$ cat config.mk
export PLATFORM = sky130hd
export DESIGN_NAME = ps_system
export DESIGN_NICKNAME = d
export VERILOG_FILES = /design/src/ps_pkg.sv /design/src/stream_sink.sv /design/src/gpio_ctrl.sv /design/src/irq_ctrl.sv /design/src/ps_system.sv
export VERILOG_INCLUDE_DIRS = /design/src /design/src/include
export SDC_FILE = /design/constraint.sdc
export NUM_CORES = 1
export LEC_CHECK = 0
export BUFFER_PORTS_ARGS = -buffer_cell sky130_fd_sc_hd__buf_2
export CAP_MARGIN = 20
export CORE_MARGIN = 5
export CORE_UTILIZATION = 63
export DETAILED_ROUTE_END_ITERATION = 8
export GPL_ROUTABILITY_DRIVEN = 0
export GPL_TIMING_DRIVEN = 0
export PLACE_DENSITY = 0.86
export SETUP_SLACK_MARGIN = 0.4
export SYNTH_ARGS = -nofsm -noshare
export SYNTH_HDL_FRONTEND = slang
export SYNTH_SLANG_ARGS = --single-unit
$ cat constraint.sdc
create_clock -name clk -period 6 [get_ports clk]
set_clock_uncertainty 0.05 [all_clocks]
set_input_delay 0.6 -clock clk [delete_from_list [all_inputs] [get_ports clk]]
set_output_delay 0.6 -clock clk [all_outputs]
set_load 0.01 [all_outputs]
$ cat src/include/ps_config.svh
`ifndef PS_CONFIG_SVH
`define PS_CONFIG_SVH

//////////////////////////////////////////////////////////////////////
// widths and counts
//////////////////////////////////////////////////////////////////////

`define PS_GPIO_W  24
`define PS_IRQ_W   8
// osc0, osc1, la
`define PS_STREAMS 3
`define PS_CNT_W   32
// interrupt status: external lines then one frame-done bit per stream
`define PS_STAT_W  (`PS_IRQ_W + `PS_STREAMS)

// reads back as ascii "PSYS"
`define PS_ID 32'h5053_5953

//////////////////////////////////////////////////////////////////////
// register map, byte offsets
//////////////////////////////////////////////////////////////////////

`define PS_REG_ID         8'h00
`define PS_REG_GPIO_OUT   8'h04
`define PS_REG_GPIO_DIR   8'h08
`define PS_REG_GPIO_IN    8'h0C
`define PS_REG_IRQ_STAT   8'h10
`define PS_REG_IRQ_MASK   8'h14
`define PS_REG_STR_EN     8'h18
// per stream block: bytes +0, frames +4, last word +8
`define PS_REG_STR_BASE   8'h20
`define PS_REG_STR_STRIDE 8'h10

`endif

$ cat src/ps_pkg.sv
`default_nettype none

`include "ps_config.svh"

package ps_pkg;

  //////////////////////////////////////////////////////////////////////
  // stream word
  //////////////////////////////////////////////////////////////////////

  // same 16 bits seen two ways
  // osc view: two 8-bit samples, [0] in the low byte
  // la view: one 16-bit logic analyzer sample
  typedef union packed {
    logic [1:0][7:0] osc;
    logic [15:0]     la;
  } stream_word_u;

  //////////////////////////////////////////////////////////////////////
  // interrupts and stream select
  //////////////////////////////////////////////////////////////////////

  // external interrupt lines, one bit per source
  typedef logic [`PS_IRQ_W-1:0] irq_t;

  // 0 osc0, 1 osc1, 2 la
  typedef logic [1:0] stream_idx_t;

endpackage

`default_nettype wire

$ cat src/stream_sink.sv
`timescale 1ns/1ps
`default_nettype none

`include "ps_config.svh"

module stream_sink
  import ps_pkg::*;
(
  input  logic                 clk,
  input  logic                 arst_n,
  // stream enable, straight from the register
  input  logic                 enable,
  input  stream_word_u         tdata,
  input  logic [1:0]           tkeep,
  input  logic                 tlast,
  input  logic                 tvalid,
  output logic                 tready,
  output logic [`PS_CNT_W-1:0] byte_cnt,
  output logic [`PS_CNT_W-1:0] frame_cnt,
  output stream_word_u         last_word,
  output logic                 frame_done
);

  //////////////////////////////////////////////////////////////////////
  // handshake
  //////////////////////////////////////////////////////////////////////

  logic       beat;
  // bytes carried by this beat, 0..2
  logic [1:0] keep_n;

  // disabled sink holds the producer off
  assign tready = enable;
  assign beat   = tvalid & tready;

  // popcount of the two keep bits
  assign keep_n = {1'b0, tkeep[0]} + {1'b0, tkeep[1]};

  // one cycle per accepted tlast
  // status latch in irq_ctrl picks it up on the same edge as frame_cnt
  assign frame_done = beat & tlast;

  //////////////////////////////////////////////////////////////////////
  // counters
  //////////////////////////////////////////////////////////////////////

  // both counters wrap silently
  always_ff @(posedge clk or negedge arst_n) begin
    if (!arst_n) begin
      byte_cnt <= '0;
    end else if (beat) begin
      byte_cnt <= byte_cnt + {{(`PS_CNT_W-2){1'b0}}, keep_n};
    end
  end

  always_ff @(posedge clk or negedge arst_n) begin
    if (!arst_n) begin
      frame_cnt <= '0;
    end else if (frame_done) begin
      frame_cnt <= frame_cnt + 1'b1;
    end
  end

  //////////////////////////////////////////////////////////////////////
  // last accepted word
  //////////////////////////////////////////////////////////////////////

  // stored whole, keep only affects the byte count
  // bus side decides osc or la view
  always_ff @(posedge clk) begin
    if (beat) begin
      last_word <= tdata;
    end
  end

endmodule

`default_nettype wire

$ cat src/gpio_ctrl.sv
`timescale 1ns/1ps
`default_nettype none

`include "ps_config.svh"

module gpio_ctrl (
  input  logic                  clk,
  input  logic                  arst_n,
  // write strobes from the bus decode
  input  logic                  out_we,
  input  logic                  dir_we,
  input  logic [`PS_GPIO_W-1:0] wdata,
  // pad side
  input  logic [`PS_GPIO_W-1:0] gpio_i,
  output logic [`PS_GPIO_W-1:0] gpio_o,
  output logic [`PS_GPIO_W-1:0] gpio_t,
  // register side, read back by the bus
  output logic [`PS_GPIO_W-1:0] gpio_out_q,
  output logic [`PS_GPIO_W-1:0] gpio_dir_q,
  output logic [`PS_GPIO_W-1:0] gpio_in_sync
);

  //////////////////////////////////////////////////////////////////////
  // output and direction registers
  //////////////////////////////////////////////////////////////////////

  // dir bit set means pin driven
  always_ff @(posedge clk or negedge arst_n) begin
    if (!arst_n) begin
      gpio_out_q <= '0;
      gpio_dir_q <= '0;
    end else begin
      if (out_we) begin
        gpio_out_q <= wdata;
      end
      if (dir_we) begin
        gpio_dir_q <= wdata;
      end
    end
  end

  // tristate enable is active high, so all pins float after reset
  assign gpio_o = gpio_out_q;
  assign gpio_t = ~gpio_dir_q;

  //////////////////////////////////////////////////////////////////////
  // input synchronizer
  //////////////////////////////////////////////////////////////////////

  logic [`PS_GPIO_W-1:0] gpio_meta;

  // two flops, pins are asynchronous to clk
  always_ff @(posedge clk or negedge arst_n) begin
    if (!arst_n) begin
      gpio_meta    <= '0;
      gpio_in_sync <= '0;
    end else begin
      gpio_meta    <= gpio_i;
      gpio_in_sync <= gpio_meta;
    end
  end

endmodule

`default_nettype wire

$ cat src/irq_ctrl.sv
`timescale 1ns/1ps
`default_nettype none

`include "ps_config.svh"

module irq_ctrl
  import ps_pkg::*;
(
  input  logic                   clk,
  input  logic                   arst_n,
  // asynchronous external sources
  input  irq_t                   irq_in,
  // one pulse per stream, already in the clk domain
  input  logic [`PS_STREAMS-1:0] frame_done,
  input  logic                   stat_clr_we,
  input  logic                   mask_we,
  input  logic [`PS_STAT_W-1:0]  wdata,
  output logic [`PS_STAT_W-1:0]  irq_stat,
  output logic [`PS_STAT_W-1:0]  irq_mask,
  output logic                   irq
);

  //////////////////////////////////////////////////////////////////////
  // external line sync and edge detect
  //////////////////////////////////////////////////////////////////////

  irq_t irq_meta;
  irq_t irq_sync;
  // previous synced value, for the rising edge
  irq_t irq_prev;
  irq_t irq_rise;

  always_ff @(posedge clk or negedge arst_n) begin
    if (!arst_n) begin
      irq_meta <= '0;
      irq_sync <= '0;
      irq_prev <= '0;
    end else begin
      irq_meta <= irq_in;
      irq_sync <= irq_meta;
      irq_prev <= irq_sync;
    end
  end

  assign irq_rise = irq_sync & ~irq_prev;

  //////////////////////////////////////////////////////////////////////
  // status, mask, combined output
  //////////////////////////////////////////////////////////////////////

  logic [`PS_STAT_W-1:0] events;
  logic [`PS_STAT_W-1:0] clr;

  // stream bits sit above the external lines
  assign events = {frame_done, irq_rise};
  assign clr    = stat_clr_we ? wdata : '0;

  // a new event wins over a clear of the same bit
  always_ff @(posedge clk or negedge arst_n) begin
    if (!arst_n) begin
      irq_stat <= '0;
      irq_mask <= '0;
    end else begin
      irq_stat <= (irq_stat & ~clr) | events;
      if (mask_we) begin
        irq_mask <= wdata;
      end
    end
  end

  assign irq = |(irq_stat & irq_mask);

endmodule

`default_nettype wire

$ cat src/ps_system.sv
`timescale 1ns/1ps
`default_nettype none

`include "ps_config.svh"

module ps_system
  import ps_pkg::*;
(
  input  logic                  clk,
  input  logic                  arst_n,
  // APB slave, no wait states
  input  logic                  psel,
  input  logic                  penable,
  input  logic                  pwrite,
  input  logic [7:0]            paddr,
  input  logic [31:0]           pwdata,
  output logic [31:0]           prdata,
  output logic                  pready,
  output logic                  pslverr,
  // oscilloscope channel 0
  input  stream_word_u          osc0_tdata,
  input  logic [1:0]            osc0_tkeep,
  input  logic                  osc0_tlast,
  input  logic                  osc0_tvalid,
  output logic                  osc0_tready,
  // oscilloscope channel 1
  input  stream_word_u          osc1_tdata,
  input  logic [1:0]            osc1_tkeep,
  input  logic                  osc1_tlast,
  input  logic                  osc1_tvalid,
  output logic                  osc1_tready,
  // logic analyzer
  input  stream_word_u          la_tdata,
  input  logic [1:0]            la_tkeep,
  input  logic                  la_tlast,
  input  logic                  la_tvalid,
  output logic                  la_tready,
  // interrupts
  input  irq_t                  irq_in,
  output logic                  irq,
  // GPIO pads
  input  logic [`PS_GPIO_W-1:0] gpio_i,
  output logic [`PS_GPIO_W-1:0] gpio_o,
  output logic [`PS_GPIO_W-1:0] gpio_t
);

  // offsets inside one stream block
  localparam logic [7:0] STR_BYTES  = 8'h00;
  localparam logic [7:0] STR_FRAMES = 8'h04;
  localparam logic [7:0] STR_LAST   = 8'h08;

  //////////////////////////////////////////////////////////////////////
  // stream sinks
  //////////////////////////////////////////////////////////////////////

  logic [`PS_STREAMS-1:0] str_en;
  logic [`PS_STREAMS-1:0] frame_done;

  // per stream views, index follows stream_idx_t
  stream_word_u         s_tdata   [`PS_STREAMS];
  logic [1:0]           s_tkeep   [`PS_STREAMS];
  logic                 s_tlast   [`PS_STREAMS];
  logic                 s_tvalid  [`PS_STREAMS];
  logic                 s_tready  [`PS_STREAMS];
  logic [`PS_CNT_W-1:0] byte_cnt  [`PS_STREAMS];
  logic [`PS_CNT_W-1:0] frame_cnt [`PS_STREAMS];
  stream_word_u         last_word [`PS_STREAMS];

  assign s_tdata[0]  = osc0_tdata;
  assign s_tkeep[0]  = osc0_tkeep;
  assign s_tlast[0]  = osc0_tlast;
  assign s_tvalid[0] = osc0_tvalid;
  assign osc0_tready = s_tready[0];

  assign s_tdata[1]  = osc1_tdata;
  assign s_tkeep[1]  = osc1_tkeep;
  assign s_tlast[1]  = osc1_tlast;
  assign s_tvalid[1] = osc1_tvalid;
  assign osc1_tready = s_tready[1];

  assign s_tdata[2]  = la_tdata;
  assign s_tkeep[2]  = la_tkeep;
  assign s_tlast[2]  = la_tlast;
  assign s_tvalid[2] = la_tvalid;
  assign la_tready   = s_tready[2];

  for (genvar i = 0; i < `PS_STREAMS; i++) begin : g_sink
    stream_sink sink_i (
      .clk        (clk),
      .arst_n     (arst_n),
      .enable     (str_en[i]),
      .tdata      (s_tdata[i]),
      .tkeep      (s_tkeep[i]),
      .tlast      (s_tlast[i]),
      .tvalid     (s_tvalid[i]),
      .tready     (s_tready[i]),
      .byte_cnt   (byte_cnt[i]),
      .frame_cnt  (frame_cnt[i]),
      .last_word  (last_word[i]),
      .frame_done (frame_done[i])
    );
  end

  //////////////////////////////////////////////////////////////////////
  // address decode
  //////////////////////////////////////////////////////////////////////

  logic        apb_acc;
  logic        reg_hit;
  logic        reg_ro;
  logic        wr_ok;
  logic [31:0] rdata;
  // stream block decode
  logic [7:0]  str_off;
  logic [7:0]  str_slot;
  logic [7:0]  str_sub;
  logic        str_hit;
  stream_idx_t str_idx;

  assign apb_acc = psel & penable;

  assign str_off  = paddr - `PS_REG_STR_BASE;
  assign str_slot = str_off / `PS_REG_STR_STRIDE;
  assign str_sub  = str_off % `PS_REG_STR_STRIDE;
  assign str_hit  = (paddr >= `PS_REG_STR_BASE) && (str_slot < 8'(`PS_STREAMS));
  assign str_idx  = str_slot[1:0];

  logic [`PS_GPIO_W-1:0] gpio_out_q;
  logic [`PS_GPIO_W-1:0] gpio_dir_q;
  logic [`PS_GPIO_W-1:0] gpio_in_sync;
  logic [`PS_STAT_W-1:0] irq_stat;
  logic [`PS_STAT_W-1:0] irq_mask;

  // hit, read-only flag and read data in one pass
  always_comb begin
    reg_hit = 1'b1;
    reg_ro  = 1'b0;
    rdata   = '0;
    case (paddr)
      `PS_REG_ID: begin
        reg_ro = 1'b1;
        rdata  = `PS_ID;
      end
      `PS_REG_GPIO_OUT: rdata[`PS_GPIO_W-1:0] = gpio_out_q;
      `PS_REG_GPIO_DIR: rdata[`PS_GPIO_W-1:0] = gpio_dir_q;
      `PS_REG_GPIO_IN: begin
        reg_ro = 1'b1;
        rdata[`PS_GPIO_W-1:0] = gpio_in_sync;
      end
      `PS_REG_IRQ_STAT: rdata[`PS_STAT_W-1:0] = irq_stat;
      `PS_REG_IRQ_MASK: rdata[`PS_STAT_W-1:0] = irq_mask;
      `PS_REG_STR_EN:   rdata[`PS_STREAMS-1:0] = str_en;
      default: begin
        // stream blocks are all read-only
        reg_ro = 1'b1;
        if (str_hit) begin
          case (str_sub)
            STR_BYTES:  rdata = byte_cnt[str_idx];
            STR_FRAMES: rdata = frame_cnt[str_idx];
            // raw word, the reader picks osc or la view
            STR_LAST:   rdata[15:0] = last_word[str_idx];
            default:    reg_hit = 1'b0;
          endcase
        end else begin
          reg_hit = 1'b0;
        end
      end
    endcase
  end

  //////////////////////////////////////////////////////////////////////
  // bus response
  //////////////////////////////////////////////////////////////////////

  assign pready  = 1'b1;
  assign prdata  = rdata;
  // unmapped or write to a read-only register
  assign pslverr = apb_acc & (~reg_hit | (pwrite & reg_ro));
  // erroring writes are dropped
  assign wr_ok   = apb_acc & pwrite & reg_hit & ~reg_ro;

  //////////////////////////////////////////////////////////////////////
  // stream enable register
  //////////////////////////////////////////////////////////////////////

  always_ff @(posedge clk or negedge arst_n) begin
    if (!arst_n) begin
      str_en <= '0;
    end else if (wr_ok && paddr == `PS_REG_STR_EN) begin
      str_en <= pwdata[`PS_STREAMS-1:0];
    end
  end

  //////////////////////////////////////////////////////////////////////
  // GPIO and interrupt blocks
  //////////////////////////////////////////////////////////////////////

  gpio_ctrl gpio_i_ctrl (
    .clk          (clk),
    .arst_n       (arst_n),
    .out_we       (wr_ok && paddr == `PS_REG_GPIO_OUT),
    .dir_we       (wr_ok && paddr == `PS_REG_GPIO_DIR),
    .wdata        (pwdata[`PS_GPIO_W-1:0]),
    .gpio_i       (gpio_i),
    .gpio_o       (gpio_o),
    .gpio_t       (gpio_t),
    .gpio_out_q   (gpio_out_q),
    .gpio_dir_q   (gpio_dir_q),
    .gpio_in_sync (gpio_in_sync)
  );

  // status write is write-one-to-clear
  irq_ctrl irq_i_ctrl (
    .clk         (clk),
    .arst_n      (arst_n),
    .irq_in      (irq_in),
    .frame_done  (frame_done),
    .stat_clr_we (wr_ok && paddr == `PS_REG_IRQ_STAT),
    .mask_we     (wr_ok && paddr == `PS_REG_IRQ_MASK),
    .wdata       (pwdata[`PS_STAT_W-1:0]),
    .irq_stat    (irq_stat),
    .irq_mask    (irq_mask),
    .irq         (irq)
  );

endmodule

`default_nettype wire

==> metrics, run 1 <==
Overall Power 0.00602 W; worst-margin pin slew 1130 ps; FFs w/ async S/R, synth 87.5%; DR vias/cell 6.42; starting DRC count in detailed routing 1,999; final worst-path cycle share 66.9%; switching power 0.00137 W; H-Tree Level Count 2; first-pass GRT wire length 78,100 um; Pwr Density 290 mW/mm^2; crit path from paddr[3]; Worst setup EP type output port; CTS Buf Count 41; RSZ-0062 raised after global routing false; unique cell type count in the Yosys netlist 56; Final Hold Violating Endpoints 0; sequential share of the synthesized area 56.1%; largest net degree at the start of global routing 124; clock network power share 47.5%; number of antenna violations at the first check in global routing 9; syn_area_per_cell 11.5 um^2; Worst Path Max Fanout 10; io pins 223; row cnt 61; DRC viols 0; hpwl dp 35,000 um; Resized cells post-CTS 0; Worst setup SP type primary input; Ys Warns 0; DRT Wirelength 49,800 um; minimum clock period 4010 ps; Most used DFF post-synth dfrtp_1; Final setup viols 0; Congestion Overflow GR 0; CP max stage cell clkbuf_1; Syn Nets 1,682; Post-synth EDFFs 48; Clock Tree Root clkbuf_16; arrival time at the worst endpoint 3360 ps; CTS tree yes; r2r startpoint str_en[2]; CP cell instances buf_2 > or4b_1 > clkbuf_1 > clkbuf_1 > nor2_1 > buf_2 > a222oi_1 > o211ai_1 > buf_2; worst vdd ir 274 uV; share of layout cells above drive strength 1 20.5%; initial core utilization 63.6%; Max Slew Vio Count 0; die width 177 um; Area Overhead vs Synth 18.0%; Via Count 14,200; reg-to-reg endpoint g_sink[2].sink_i.byte_cnt[25]; Internal Pwr Total 0.00465 W; WL per Instance 22.5 um; core area 0.0277 mm^2; Reg area 0.00987 mm^2; R2R Setup Slk 3070 ps; Worst path max stage delay 650 ps; Syn Inst Count 1,535; Die Y 177 um; Final nets 1,941; Pre-Repair DR Iteration Count 6; crit-path most repeated cell buf_2; clk sink count 385; DIE AREA 0.0314 mm^2; Post-CTS Setup Bufs 0; MaxCap Viol Count 0; FF+latch count, synth 385; clock latency on the worst-skew pair 540 ps; hold-fix buffers at CTS 0; Pleak 9.81 nW; CP required 5350 ps; port bufs 212; vias in the first global route 14,300; crit path kind in2out; fillcell total 1,712; worst relative slew slack 24.1%; R2R cell count 6; status completed; combinational power share 5.8%; Worst Hold Class in2async; Multi-input gate area 0.00718 mm^2; GR Util All Layers 31.8%; sequential power share 46.7%; antenna-violating nets left 0; fmax 249 MHz; post-layout util 75.0%; Net Sw Frac 22.8%; CTS clk-pin slew, worst paths 60 ps; synthesized area 0.0176 mm^2; CTS max path bufs 3
[power groups by stage]
stage	combinational [W]	sequential (W)	clock, W
floorplan	0.000173	0.00283	0
global placement	0.000322	0.00285	0
detailed placement	0.000339	0.00285	0
CTS	0.000346	0.00281	0.00287
global route	0.000384	0.00282	0.00298
finish	0.000349	0.00281	0.00286
[per-stage QoR]
step / setup TNS [ps] / instance area [um^2] / instances / hold WS, ps / setup slack (ps)
final: 0 / 20800 / 2214 / 37.7 / 1990
after CTS: 0 / 20800 / 2204 / 60.8 / 2160
after floorplan: 0 / 17600 / 1535 / 254 / 2980
after global placement: -634780 / 19100 / 2125 / 282 / -1910
after global routing: 0 / 20800 / 2213 / 89.9 / 2030
after detailed placement: 0 / 19200 / 2128 / 285 / 2180
[sequential cells by signal (all words and copies together) (netlist names)]
signal / count
g_sink.sink_i.byte_cnt: 96
g_sink.sink_i.frame_cnt: 96
g_sink.sink_i.last_word: 48
gpio_i_ctrl.gpio_dir_q: 24
gpio_i_ctrl.gpio_in_sync: 24
gpio_i_ctrl.gpio_meta: 24
gpio_i_ctrl.gpio_o: 24
irq_i_ctrl.irq_mask: 11
irq_i_ctrl.irq_meta: 8
irq_i_ctrl.irq_prev: 8
irq_i_ctrl.irq_stat: 11
irq_i_ctrl.irq_sync: 8
str_en: 3
[cells in the mapped netlist (5+ instances only)]
| cell type | n | area [um^2] |
|---|---|---|
| dfrtp_1 | 337 | 8430 |
| nand2_1 | 152 | 571 |
| xnor2_1 | 117 | 1020 |
| mux2i_1 | 81 | 811 |
| nand3_1 | 76 | 380 |
| nor2_1 | 71 | 267 |
| xor2_1 | 67 | 587 |
| inv_1 | 64 | 240 |
| o21ai_0 | 59 | 295 |
| edfxtp_1 | 48 | 1440 |
| o22ai_1 | 42 | 263 |
| a22o_1 | 41 | 359 |
| nand4_1 | 40 | 250 |
| clkbuf_1 | 31 | 116 |
| mux2_4 | 30 | 450 |
| and3_1 | 27 | 169 |
| and4_1 | 26 | 228 |
| buf_2 | 26 | 130 |
| a22oi_1 | 25 | 188 |
| nor3_1 | 20 | 100 |
| a21oi_1 | 17 | 85.1 |
| a221oi_1 | 15 | 131 |
| a222oi_1 | 14 | 140 |
| mux2_2 | 12 | 135 |
| o211ai_1 | 10 | 75.1 |
| a211oi_1 | 8 | 60.1 |
| ha_1 | 7 | 87.6 |
| and2_1 | 6 | 37.5 |
| nor4_1 | 6 | 37.5 |
| or3_1 | 6 | 37.5 |
| buf_1 | 5 | 18.8 |
| nor3_2 | 5 | 50.1 |
[metal layers]
layer	vias to the layer above	share of wire [%]	wire length, um	GRT usage, %
met5	-	0	0	0
met4	0	6.5	3220	17.3
met2	909	47	23500	50.9
met1	7010	37	18400	41.3
met3	240	9.4	4680	5.96
li1	6050	-	-	-
[cell usage in the layout, fill, tap and decap left out, types with 36 or more instances in the layout]
cell,n
a22o_1,41
buf_2,239
clkbuf_1,36
clkbuf_16,44
dfrtp_1,337
edfxtp_1,48
inv_1,64
mux2i_1,81
nand2_1,152
nand3_1,76
nand4_1,40
nor2_1,71
o21ai_0,59
o22ai_1,42
xnor2_1,117
xor2_1,67
[worst max-delay path by stage]
| stage | to | slack [ps] | cells after the start |
|---|---|---|---|
| after global placement | g_sink[0].sink_i.byte_cnt[0] | -1910 | 1 |
| final | prdata[5] | 1990 | 9 |
| after floorplan | prdata[11] | 2980 | 9 |
| after detailed placement | prdata[7] | 2180 | 9 |
| after global routing | prdata[8] | 2030 | 10 |
| after CTS | prdata[7] | 2160 | 9 |
[area by class of cell]
type                       instances  share of cell area [%]
sequential                       385                    47.5
multi-input combinational       1019                    34.6
clock buffer                      53                    5.65
timing repair buffer             216                    5.47
tap                              378                    2.28
clock inverter                    23                    1.76
buffer                            67                    1.51
inverter                          64                    1.16
antenna                            9                   0.108
[cell families (layout without fill, tap and decap cells)]
group / count (synthesis) / in the layout / synth area share (%)
xor gates and xnor gates: 184 / 184 / 9.15
and+or+nand+nor: 461 / 461 / 13.4
buffers and inverters: 131 / 423 / 3.15
DFF: 385 / 385 / 56.1
adders and majority gates: 10 / 10 / 0.838
muxes: 123 / 123 / 7.93
other: 1 / 10 / 0.0213
AOI/OAI and AO/OA: 240 / 240 / 9.47
[critical path: cells and delay by family]
| family | cells | cell delay (ps) |
|---|---|---|
| buffers and inverters | 5 | 1730 |
| AOI/OAI and AO/OA | 2 | 600 |
| and+or+nand+nor | 2 | 410 |
Note: power is estimated with default switching activity, not from simulation.
==> run 2: changes to the inputs <==
--- a/config.mk
+++ b/config.mk
@@ -9,11 +9,11 @@
 export BUFFER_PORTS_ARGS = -buffer_cell sky130_fd_sc_hd__buf_2
 export CAP_MARGIN = 20
 export CORE_MARGIN = 5
-export CORE_UTILIZATION = 63
+export CORE_UTILIZATION = 53
 export DETAILED_ROUTE_END_ITERATION = 8
 export GPL_ROUTABILITY_DRIVEN = 0
 export GPL_TIMING_DRIVEN = 0
-export PLACE_DENSITY = 0.86
+export PLACE_DENSITY = 0.77
 export SETUP_SLACK_MARGIN = 0.4
 export SYNTH_ARGS = -nofsm -noshare
 export SYNTH_HDL_FRONTEND = slang
==> constraint.sdc (replaced) <==
create_clock -name clk -period 3.68 [get_ports clk]
set_clock_uncertainty 0.05 [all_clocks]
set_input_delay 0.368 -clock clk [delete_from_list [all_inputs] [get_ports clk]]
set_output_delay 0.368 -clock clk [all_outputs]
set_load 0.01 [all_outputs]
==> run 2 against run 1 <==
  * Via count shrank 2.4%
  * Core utilization decreased by 8.8 points
  * First-iteration DRC count down 34%
  * Sequential power is 63% higher
  * Clock power increased by 51%
==> metrics, run 2 (synthesis results as in run 1) <==
commonest non-fill, non-tap cells in the layout 337 x dfrtp_1, 237 x buf_2, 152 x nand2_1, 117 x xnor2_1, 86 x dlygate4sd3_1; crit path from paddr[1]; Final nets 2,029; CP max stage cell or4b_1; CTS clk-pin slew, worst paths 60 ps; MaxCap Viol Count 0; Metal-1 WL 20,600 um; CTS Buf Count 42; final worst-path cycle share 88.7%; Pwr Density 440 mW/mm^2; Worst Hold Launch pwdata[21]; DR WL met2 24,300 um; GR Util All Layers 27.5%; Overall Power 0.00953 W; io pins 223; Worst setup SP type primary input; Clock Tree Root clkbuf_16; Multi-input gate area 0.00720 mm^2; Final setup viols 0; core area 0.0327 mm^2; Worst Hold Class in2reg; arrival time at the worst endpoint 2850 ps; DP Area 0.0193 mm^2; commonest non-fill, non-tap cell in the layout dfrtp_1; clk sink count 385; Pre-Repair DR Iteration Count 5; vias in the first global route 13,900; fmax 306 MHz; worst-margin pin slew 1200 ps; crit path kind in2out; CTS max path bufs 3; first-pass GRT wire length 78,900 um; row cnt 66; CP required 3260 ps; Worst Path Max Fanout 10; design area 0.0216 mm^2; clock latency on the worst-skew pair 560 ps; Pleak 10.1 nW; DRT Wirelength 50,500 um; fillcell total 2,500; Via Count 13,900; highest routed layer met5; largest registers g_sink.sink_i.byte_cnt: 96 flops, g_sink.sink_i.frame_cnt: 96 flops, g_sink.sink_i.last_word: 48 flops; largest net degree at the start of global routing 125; worst vdd ir 486 uV; DRC viols 0; post-layout util 66.2%; CP cell instances buf_2 > or4b_1 > clkbuf_2 > clkbuf_4 > nor2_1 > buf_2 > a222oi_1 > o211ai_1 > buf_2; Worst path max stage delay 600 ps; WL per Instance 21.4 um; Area Overhead vs Synth 22.9%; DIE AREA 0.0370 mm^2; initial core utilization 53.9%; status completed; starting DRC count in detailed routing 1,321; antenna-violating nets left 0; Congestion Overflow GR 0; share of layout cells above drive strength 1 20.2%; Worst setup EP type output port; number of antenna violations at the first check in global routing 5; H-Tree Level Count 2; RSZ-0062 raised after global routing true; Final Hold Violating Endpoints 0; r2r startpoint str_en[2]; die width 192 um; crit-path most repeated cell buf_2; Max Slew Vio Count 0; worst relative slew slack 19.0%; CTS tree yes; minimum clock period 3260 ps; Die Y 192 um; met3 WL 3700 um; Reg area 0.00987 mm^2; hpwl dp 35,700 um; DR vias/cell 5.87; port bufs 212
[run 2: metrics by stage]
step / hold slack (ps) / setup TNS [ps] / std cells / worst slack [ps]
finish: 6.90 / 0 / 2361 / 416
floorplan: 22.4 / 0 / 1535 / 1130
global placement: 281 / -1374690 / 2189 / -4110
global route: 18.3 / 0 / 2360 / 395
detailed placement: 186 / 0 / 2193 / 206
CTS: 0.483 / 0 / 2356 / 405
[run 2: cell type report]
| type | instances | area share (%) |
|---|---|---|
| Inverter | 64 | 1.11 |
| Tap cell | 442 | 2.55 |
| Timing Repair Buffer | 303 | 9.36 |
| Multi-Input combinational cell | 1019 | 33.3 |
| Sequential cell | 385 | 45.6 |
| Clock inverter | 23 | 1.16 |
| Buffer | 67 | 1.52 |
| Antenna cell | 5 | 0.0578 |
| Clock buffer | 53 | 5.37 |
[run 2: worst paths after layout]
kind / end / slack (ps) / cells past startpoint
max reg2reg: g_sink[2].sink_i.byte_cnt[25] / 810 / 6
max: prdata[5] / 420 / 9
min reg2reg: gpio_i_ctrl.gpio_in_sync[7] / 290 / 0
min: gpio_i_ctrl.gpio_dir_q[21] / 7 / 3
max in group asynchronous: g_sink[1].sink_i.byte_cnt[0] / 2180 / 4
min in group asynchronous: gpio_i_ctrl.gpio_dir_q[19] / 230 / 2
[run 2: metal layers]
layer | vias to the layer above | global-route usage (%)
li1 | 6212 | -
met1 | 6898 | 37.8
met5 | - | 0
met2 | 624 | 44.4
met4 | 2 | 9.85
met3 | 126 | 4.74
[run 2: power breakdown]
group	total [W]	internal (W)	switching (W)	leakage, nW
registers	0.00458	0.00445	0.000127	4.75
clock network	0.00431	0.00254	0.00178	0.694
logic	0.000644	0.000285	0.000359	4.70
[run 2: worst max-delay path: cells and delay by family]
kind | cells | cell delay (ps)
buf+inv | 5 | 1260
compound gates | 2 | 320
simple gates | 2 | 890
[run 2: what timing repair did]
item                                    CTS  global route
hold buffers                             86             0
endpoints found under the hold margin   111             0
pin swaps                                 1             0
endpoints found under the setup margin   18            14
gates resized for setup                   4            13
buffers inserted                          1             0
